[config.mk]
export PLATFORM = sky130hd
export DESIGN_NAME = videoTiming
export DESIGN_NICKNAME = d
export VERILOG_FILES = /design/src/common/vicTypesPkg.sv /design/src/common/syncTimingPkg.sv /design/src/rasterCounter.sv /design/src/sync/vblankPulses.sv /design/src/sync/syncGen.sv /design/src/videoTiming.sv
export SDC_FILE = /design/constraint.sdc
export NUM_CORES = 1
export LEC_CHECK = 0
export BUFFER_PORTS_ARGS = -buffer_cell sky130_fd_sc_hd__buf_4
export CAP_MARGIN = 20
export CORE_ASPECT_RATIO = 0.8
export CORE_MARGIN = 5
export CORE_UTILIZATION = 58
export DETAILED_ROUTE_END_ITERATION = 6
export PLACE_DENSITY_LB_ADDON = 0.05
export SLEW_MARGIN = 30
export SYNTH_ARGS = -nofsm -noshare
export SYNTH_HDL_FRONTEND = slang
export SYNTH_SLANG_ARGS = --single-unit
[constraint.sdc]
create_clock -name clk -period 5.8 [get_ports clk]
set_input_delay 0 -clock clk [delete_from_list [all_inputs] [get_ports clk]]
set_output_delay 0 -clock clk [all_outputs]
set_load 0.02 [all_outputs]
[src/common/vicTypesPkg.sv]
// ----------------------------------------------------------
// Chip model enum, raster position and sync output types
// ----------------------------------------------------------

package vicTypesPkg;

	// Raster coordinate widths
	// X must hold the longest line (520 dots) and Y the tallest frame (312 lines)
	localparam int rasterXWidth = 11;
	localparam int rasterYWidth = 9;

	// Chip model, static while the chip is out of reset
	// The two 6567 parts are NTSC, the 6569 and 6572 are PAL
	typedef enum logic [1:0]
	{
		chip6567R8  = 2'd0,
		chip6567Old = 2'd1,
		chip6569    = 2'd2,
		chip6572    = 2'd3
	} chipModel_t;

	// Beam position, X is the dot within the line and Y the line within the frame
	typedef struct packed
	{
		logic [rasterXWidth-1:0] rasterX;
		logic [rasterYWidth-1:0] rasterY;
	} rasterPos_t;

	// Sync outputs of the timing subsystem
	// cSync is negative going, the other three are active high
	typedef struct packed
	{
		logic hSync;
		logic vSync;
		logic cSync;
		logic burstWindow;
	} syncOut_t;

	// Value the sync register takes in reset, all outputs inactive
	localparam syncOut_t syncIdle = '{
		hSync: 1'b0,
		vSync: 1'b0,
		cSync: 1'b1,
		burstWindow: 1'b0
	};

endpackage

[src/common/syncTimingPkg.sv]
// ----------------------------------------------------------
// Per-model video timing constants and lookup functions
// ----------------------------------------------------------

package syncTimingPkg;

	import vicTypesPkg::*;

	// Dots per line for each model
	localparam logic [10:0] lineLen6567R8  = 11'd520;
	localparam logic [10:0] lineLen6567Old = 11'd512;
	localparam logic [10:0] lineLen6569    = 11'd504;
	localparam logic [10:0] lineLen6572    = 11'd520;

	// Lines per frame for each model
	localparam logic [8:0] frameH6567R8  = 9'd263;
	localparam logic [8:0] frameH6567Old = 9'd262;
	localparam logic [8:0] frameH6569    = 9'd312;
	localparam logic [8:0] frameH6572    = 9'd312;

	// Horizontal windows in dots, split by video standard
	localparam logic [10:0] hSyncWidthNtsc = 11'd42;
	localparam logic [10:0] hSyncWidthPal  = 11'd37;
	localparam logic [10:0] eqWidthNtsc    = 11'd19;
	localparam logic [10:0] eqWidthPal     = 11'd18;
	localparam logic [10:0] burstBeginNtsc = 11'd43;
	localparam logic [10:0] burstBeginPal  = 11'd44;
	localparam logic [10:0] burstEndNtsc   = 11'd63;
	localparam logic [10:0] burstEndPal    = 11'd62;

	// Vertical sync lines, both bounds inclusive
	localparam logic [8:0] vSyncFirstNtsc = 9'd3;
	localparam logic [8:0] vSyncLastNtsc  = 9'd5;
	localparam logic [8:0] vSyncFirstPal  = 9'd0;
	localparam logic [8:0] vSyncLastPal   = 9'd2;

	// Vertical interval layout
	// Lines 0 to 2 and 6 to 8 carry equalization, lines 3 to 5 serration
	localparam logic [8:0] vIntervalEnd  = 9'd8;
	localparam logic [8:0] serrFirstLine = 9'd3;
	localparam logic [8:0] serrLastLine  = 9'd5;

	// True for the PAL parts
	function automatic logic isPal(chipModel_t chip);
		return chip inside {chip6569, chip6572};
	endfunction

	function automatic logic [10:0] lineLength(chipModel_t chip);
		case (chip)
			chip6567R8:  return lineLen6567R8;
			chip6567Old: return lineLen6567Old;
			chip6569:    return lineLen6569;
			default:     return lineLen6572;
		endcase
	endfunction

	function automatic logic [8:0] frameHeight(chipModel_t chip);
		case (chip)
			chip6567R8:  return frameH6567R8;
			chip6567Old: return frameH6567Old;
			chip6569:    return frameH6569;
			default:     return frameH6572;
		endcase
	endfunction

	function automatic logic [10:0] hSyncWidth(chipModel_t chip);
		return isPal(chip) ? hSyncWidthPal : hSyncWidthNtsc;
	endfunction

	function automatic logic [10:0] eqWidth(chipModel_t chip);
		return isPal(chip) ? eqWidthPal : eqWidthNtsc;
	endfunction

	function automatic logic [10:0] burstBegin(chipModel_t chip);
		return isPal(chip) ? burstBeginPal : burstBeginNtsc;
	endfunction

	function automatic logic [10:0] burstEnd(chipModel_t chip);
		return isPal(chip) ? burstEndPal : burstEndNtsc;
	endfunction

	function automatic logic [8:0] vSyncFirst(chipModel_t chip);
		return isPal(chip) ? vSyncFirstPal : vSyncFirstNtsc;
	endfunction

	function automatic logic [8:0] vSyncLast(chipModel_t chip);
		return isPal(chip) ? vSyncLastPal : vSyncLastNtsc;
	endfunction

endpackage

[src/rasterCounter.sv]
// ----------------------------------------------------------
// Raster X/Y counter stepped once per dot clock
// ----------------------------------------------------------

`timescale 1ns/1ps

module rasterCounter
	import vicTypesPkg::*, syncTimingPkg::*;
(
	input  logic       clk,
	input  logic       rst,
	input  chipModel_t chip,
	output rasterPos_t pos
);

	// ----------------------------------------------------------
	// Wrap points of the selected model
	// ----------------------------------------------------------

	logic [10:0] lineLen;
	logic [8:0]  frameH;
	logic        lastDot;
	logic        lastLine;
	rasterPos_t  posNext;

	// The model only changes in reset so these lookups are quasi static
	assign lineLen = lineLength(chip);
	assign frameH  = frameHeight(chip);

	// Last dot of the line
	// A compare with >= keeps the counter from running away if X ever sits past the end
	assign lastDot = pos.rasterX >= lineLen - 11'd1;

	// Last line of the frame, only meaningful together with lastDot
	assign lastLine = pos.rasterY >= frameH - 9'd1;

	// ----------------------------------------------------------
	// Next position
	// ----------------------------------------------------------

	always_comb
	begin
		posNext = pos;
		if (lastDot)
		begin
			// Start a new line
			posNext.rasterX = '0;
			if (lastLine)
				posNext.rasterY = '0;
			else
				posNext.rasterY = pos.rasterY + 9'd1;
		end
		else
		begin
			// Move the beam one dot to the right
			posNext.rasterX = pos.rasterX + 11'd1;
		end
	end

	// ----------------------------------------------------------
	// Position register
	// ----------------------------------------------------------

	// Reset puts the beam at the top left corner of the frame
	always_ff @(posedge clk)
	begin
		if (rst)
			pos <= '0;
		else
			pos <= posNext;
	end

	// Outside reset the beam must stay inside the frame of the current model
	// A model switch is only legal in reset, which clears the position first
	posInFrame: assert property (
		@(posedge clk) disable iff (rst)
		(pos.rasterX < lineLen) && (pos.rasterY < frameH)
	)
	else
		$error("raster position %0d/%0d outside frame of model %s",
			pos.rasterX, pos.rasterY, chip.name());

endmodule

[src/sync/vblankPulses.sv]
// ----------------------------------------------------------
// Equalization and serration pulse trains of the vertical interval
// ----------------------------------------------------------

`timescale 1ns/1ps

module vblankPulses
	import vicTypesPkg::*, syncTimingPkg::*;
(
	input  chipModel_t chip,
	input  rasterPos_t pos,
	output logic       eq,
	output logic       se
);

	// ----------------------------------------------------------
	// Horizontal references
	// ----------------------------------------------------------

	logic [10:0] x;
	logic [10:0] lineLen;
	logic [10:0] halfLine;
	logic [10:0] hsWidth;
	logic [10:0] eqW;

	// Only the dot position matters, both trains repeat every half line
	assign x = pos.rasterX;

	assign lineLen = lineLength(chip);
	assign hsWidth = hSyncWidth(chip);
	assign eqW     = eqWidth(chip);

	// Half-line point where the second pulse of each pair starts
	assign halfLine = lineLen >> 1;

	// ----------------------------------------------------------
	// Equalization pulses
	// ----------------------------------------------------------

	logic eqFirst;
	logic eqSecond;

	// Narrow pulse at the start of the line, roughly half the hSync width
	assign eqFirst = x < eqW;

	// Same pulse again from the half-line point
	assign eqSecond = (x >= halfLine) && (x < halfLine + eqW);

	assign eq = eqFirst || eqSecond;

	// ----------------------------------------------------------
	// Serration pulses
	// ----------------------------------------------------------

	logic seFirst;
	logic seSecond;

	// Broad pulse covering the first half line except a gap of one hSync width
	// The gap sits just ahead of the half-line point
	assign seFirst = x < halfLine - hsWidth;

	// Second broad pulse, with its gap at the end of the line
	assign seSecond = (x >= halfLine) && (x < lineLen - hsWidth);

	assign se = seFirst || seSecond;

endmodule

[src/sync/syncGen.sv]
// ----------------------------------------------------------
// Registered hSync, vSync, composite sync and burst window
// ----------------------------------------------------------

`timescale 1ns/1ps

module syncGen
	import vicTypesPkg::*, syncTimingPkg::*;
(
	input  logic       clk,
	input  logic       rst,
	input  chipModel_t chip,
	input  rasterPos_t pos,
	input  logic       eq,
	input  logic       se,
	output syncOut_t   sync
);

	// ----------------------------------------------------------
	// Line classification
	// ----------------------------------------------------------

	logic [10:0] x;
	logic [8:0]  y;
	logic        vIntervalLine;
	logic        serrLine;

	assign x = pos.rasterX;
	assign y = pos.rasterY;

	// Lines 0 to 8 belong to the vertical interval on every model
	assign vIntervalLine = y <= vIntervalEnd;

	// Middle three lines of the interval carry the serrated vertical pulse
	assign serrLine = (y >= serrFirstLine) && (y <= serrLastLine);

	// ----------------------------------------------------------
	// Window decodes
	// ----------------------------------------------------------

	logic     hSyncWin;
	logic     vSyncWin;
	logic     burstWin;
	syncOut_t syncNext;

	// Horizontal sync occupies the start of each line
	assign hSyncWin = x < hSyncWidth(chip);

	// Vertical sync lines differ between NTSC and PAL
	assign vSyncWin = (y >= vSyncFirst(chip)) && (y <= vSyncLast(chip));

	// Burst follows the back porch and is suppressed in the vertical interval
	assign burstWin = (x >= burstBegin(chip)) && (x < burstEnd(chip)) &&
		(y > vIntervalEnd);

	always_comb
	begin
		syncNext.hSync       = hSyncWin;
		syncNext.vSync       = vSyncWin;
		syncNext.burstWindow = burstWin;

		// Composite sync is active low
		// In the vertical interval it is cut from the half-line pulse trains
		if (vIntervalLine && serrLine)
			syncNext.cSync = ~se;
		else if (vIntervalLine)
			syncNext.cSync = ~eq;
		else
			syncNext.cSync = ~hSyncWin;
	end

	// ----------------------------------------------------------
	// Output register
	// ----------------------------------------------------------

	// Outputs describe the position of the previous cycle
	always_ff @(posedge clk)
	begin
		if (rst)
			sync <= syncIdle;
		else
			sync <= syncNext;
	end

	// Burst starts only after sync has ended, on every model
	burstAfterSync: assert property (
		@(posedge clk) disable iff (rst)
		!(sync.burstWindow && sync.hSync)
	)
	else
		$error("burst window overlaps hSync for model %s", chip.name());

	// The first vSync dot of a frame falls inside a broad or equalizing pulse
	// so composite sync has to be low together with it
	vSyncHasCSync: assert property (
		@(posedge clk) disable iff (rst)
		$rose(sync.vSync) |-> !sync.cSync
	)
	else
		$error("vSync rose without composite sync on line %0d", y);

endmodule

[src/videoTiming.sv]
// ----------------------------------------------------------
// Video timing top level with counter, pulses and sync
// ----------------------------------------------------------

`timescale 1ns/1ps

module videoTiming
	import vicTypesPkg::*;
(
	input  logic       clk,
	input  logic       rst,
	input  chipModel_t chip,
	output rasterPos_t pos,
	output syncOut_t   sync
);

	// ----------------------------------------------------------
	// Internal wires
	// ----------------------------------------------------------

	// Half-line pulse trains, valid in the same cycle as pos
	logic eq;
	logic se;

	// Beam position, also the top-level pos output
	rasterCounter uRasterCounter
	(
		.clk  (clk),
		.rst  (rst),
		.chip (chip),
		.pos  (pos)
	);

	// Equalization and serration windows from the current dot
	vblankPulses uVblankPulses
	(
		.chip (chip),
		.pos  (pos),
		.eq   (eq),
		.se   (se)
	);

	// Sync outputs lag pos by one cycle
	syncGen uSyncGen
	(
		.clk  (clk),
		.rst  (rst),
		.chip (chip),
		.pos  (pos),
		.eq   (eq),
		.se   (se),
		.sync (sync)
	);

endmodule

==> impl_metrics.py <==
metrics = {
    "cts": {
        "cts-resized-gates": 0,
        "cts_root_buf": "clkbuf_8",
        "clockBufferDepth": 2,
        "cts_made_buffers": 3,
        "ctsHoldBuffers": 1,
        "clock_latency_ns": 0.27,
        "tritoncts": "done",
        "clk_pin_slew_ns": 0.09,
        "clkSinkCount": 24,
        "htreeDepth": 1,
        "post_cts_buffers": 0,
    },
    "synth": {
        "synth_common_cells": "51 x ha_1, 24 x dfxtp_1, 21 x inv_1",
        "yosysSeqAreaShare": 0.203,
        "synthFlopType": "dfxtp_1",
        "syn_area_per_cell_sq_um": 8.82,
        "synth.distinct_cells": 59,
        "yosysTopAreaCell": "ha_1",
        "synth_edf_count": 0,
        "ys_seq_elements": 24,
        "ys_async_sr_fraction": 0,
        "synth_most_common_cell": "ha_1",
        "ys_top_cells_by_area": "ha_1 27%, dfxtp_1 20%, xor2_1 4.4%, nor2_4 3.8%, inv_1 3.3%",
        "yosysWarnings": 0,
        "synth_cells": 269,
        "synth_area_sq_um": 2370,
        "syn_nets": 324,
        "synth_top_area_frac": 0.269,
    },
    "power_and_ir_drop": {
        "pwr-share-clk": 0.350,
        "power_density_nw_per_um2": 157,
        "ir_worst_vdd_mv": 0.101,
        "p_sw_frac": 0.285,
        "p_comb_frac": 0.226,
        "seqPwrFrac": 0.424,
        "p_int_mw": 0.302,
        "power_leakage_nw": 1.29,
        "p_switching_mw": 0.120,
    },
    "grt": {
        "grt_usage": 0.223,
        "antenna_found_initial": 0,
        "grt_max_degree": 16,
        "grt_pass1_wl_mm": 9.40,
        "grt_pass1_vias": 1907,
        "grt_overflow": 0,
    },
    "sta": {
        "finalClockSkew_ns": 0.00196,
        "final_hold_viol_count": 0,
        "period_needed_ns": 2.44,
        "max_freq_mhz": 410,
        "setup-tns-final_ns": 0,
        "tightest_slew_ns": 0.553,
        "relSlewSlack": 0.631,
        "setup_violations": 0,
        "rsz0062_at_grt": "no",
        "finalCritPeriodShare": 0.421,
        "slew_viol_final": 0,
    },
    "worst_setup_path": {
        "crit_slowest_cell": "dfxtp_1",
        "cp-start-kind": "flip-flop",
        "regToRegStartpoint": "uRasterCounter.pos[14]$_SDFF_PP0_",
        "crit_fanout": 15,
        "worstPathRequired_ns": 6.02,
        "crit_start": "uRasterCounter.pos[14]$_SDFF_PP0_",
        "end_kind": "flip-flop",
        "critical_path.top_delay_family": "simple AND/OR/NAND/NOR gates",
        "max_stage_delay_ns": 0.68,
        "worstPathArrival_ns": 2.66,
        "worstPathCellList": "ha_1 -> and4_4 -> a31oi_4 -> a21oi_2 -> o21a_1 -> or3_4 -> nor2_4",
        "path_class": "reg -> reg",
        "crit_buf_inv": 0,
    },
    "die": {
        "die_h_um": 67.2,
        "rows": 20,
        "die-width_um": 81.5,
        "core_area_sq_um": 3880,
        "dieArea_sq_um": 5480,
        "ioPinCount": 28,
        "start_util": 0.612,
    },
    "place": {
        "io_buffers": 27,
        "gp_congestion": 0.893,
        "dp_hpwl_mm": 4.40,
    },
    "routing": {
        "wl_mm": 5.63,
        "num_vias": 2046,
        "drt_iter0_markers": 186,
        "firstDrtPassIters": 4,
        "via_per_inst": 5.85,
        "final_antenna_net_count": 0,
        "drcViolationCount": 0,
        "wl_per_cell_um": 16.1,
    },
    "finish": {
        "syn_to_final_growth_pct": 13.6,
        "diodes": 0,
        "layout-drive-gt1-share": 0.183,
        "fin_util": 0.695,
        "finish.net_count": 351,
    },
    "run": {
        "drv_cap": 0,
    },
    "hold_path": {
        "worstHoldStart": "rst",
        "min_path_type": "in -> reg",
    },
    "status": {
        "status": "complete, no violations",
    },
}
-- worst register-to-register path, delay by kind of cell, from the launching register on --
| family | cells | cell delay, ns |
|---|---|---|
| simple gates | 3 | 0.83 |
| flops | 1 | 0.68 |
| compound gates | 3 | 0.53 |
| fa+ha+maj | 1 | 0.35 |
-- sequential cells by signal, indices dropped and copies added (netlist names) --
name / cells
uSyncGen.sync: 4
uRasterCounter.pos: 20
-- area by class of cell --
type | count | area [sq um]
fill | 303 | 1180
clock buffer | 3 | 41.3
clock inverter | 1 | 30.0
tap | 55 | 68.8
inverter | 22 | 82.6
multi-input combinational | 217 | 1780
timing repair buffer | 28 | 213
sequential | 24 | 480
-- power groups by stage --
stage	combinational, mW	clock [mW]	sequential (mW)
2_1_floorplan	0.0644	0	0.185
3_3_place_gp	0.0918	0	0.183
4_1_cts	0.0957	0.150	0.179
5_1_grt	0.109	0.157	0.180
3_5_place_dp	0.0941	0	0.183
6_report	0.0957	0.148	0.179
-- placed cells by master, fill, tap and decap left out, drive strengths merged, types with 7 or more instances in the layout --
cell type | synthesis | final
nand2 | 16 | 16
a21o | 7 | 7
a21oi | 15 | 15
ha | 51 | 51
buf | 1 | 27
dfxtp | 24 | 24
xor2 | 12 | 12
nor2 | 27 | 27
inv | 22 | 22
o21ai | 10 | 10
-- through the flow --
stage          cells  hold slack [ns]  cell area (sq um)  total power, mW  setup slack, ns
3_5_place_dp     345            0.252               2610            0.277             3.37
4_1_cts          350            0.513               2700            0.425             3.34
3_3_place_gp     345            0.257               2610            0.274             3.39
2_1_floorplan    269           0.0781               2370            0.249             3.54
6_report         350            0.518               2700            0.423             3.36
5_1_grt          350            0.539               2700            0.446             3.23
-- kinds of logic (layout without fill, tap and decap cells) --
| logic type | count (synthesis) | count (layout) | synth area share |
|---|---|---|---|
| buffers and inverters | 28 | 54 | 0.0475 |
| adder cells (fa/ha/maj) | 51 | 51 | 0.269 |
| XOR/XNOR | 14 | 14 | 0.0517 |
| AND/OR/NAND/NOR | 83 | 83 | 0.210 |
| flip-flops | 24 | 24 | 0.203 |
| other | 1 | 1 | 0.00158 |
| AO/OA/AOI/OAI | 68 | 68 | 0.218 |
-- metal layers --
layer / GRT usage / vias to the layer above / part of all wire
met1: 0.330 / 956 / 0.50
met5: 0 / - / 0
met3: 0.0360 / 7 / 0.057
li1: - / 1024 / -
met2: 0.330 / 59 / 0.44
met4: 0.0654 / 0 / 0.012
-- worst paths after layout --
| check | end | slack (ns) | cells after the start |
|---|---|---|---|
| min reg2reg | uRasterCounter.pos[9]$_SDFF_PP0_ | 0.53 | 1 |
| max | uRasterCounter.pos[13]$_SDFF_PP0_ | 3.36 | 7 |
| max reg2reg | uRasterCounter.pos[13]$_SDFF_PP0_ | 3.36 | 7 |
| min | uSyncGen.sync[2]$_SDFF_PP0_ | 0.52 | 3 |
(Power assumes the default switching activity.)
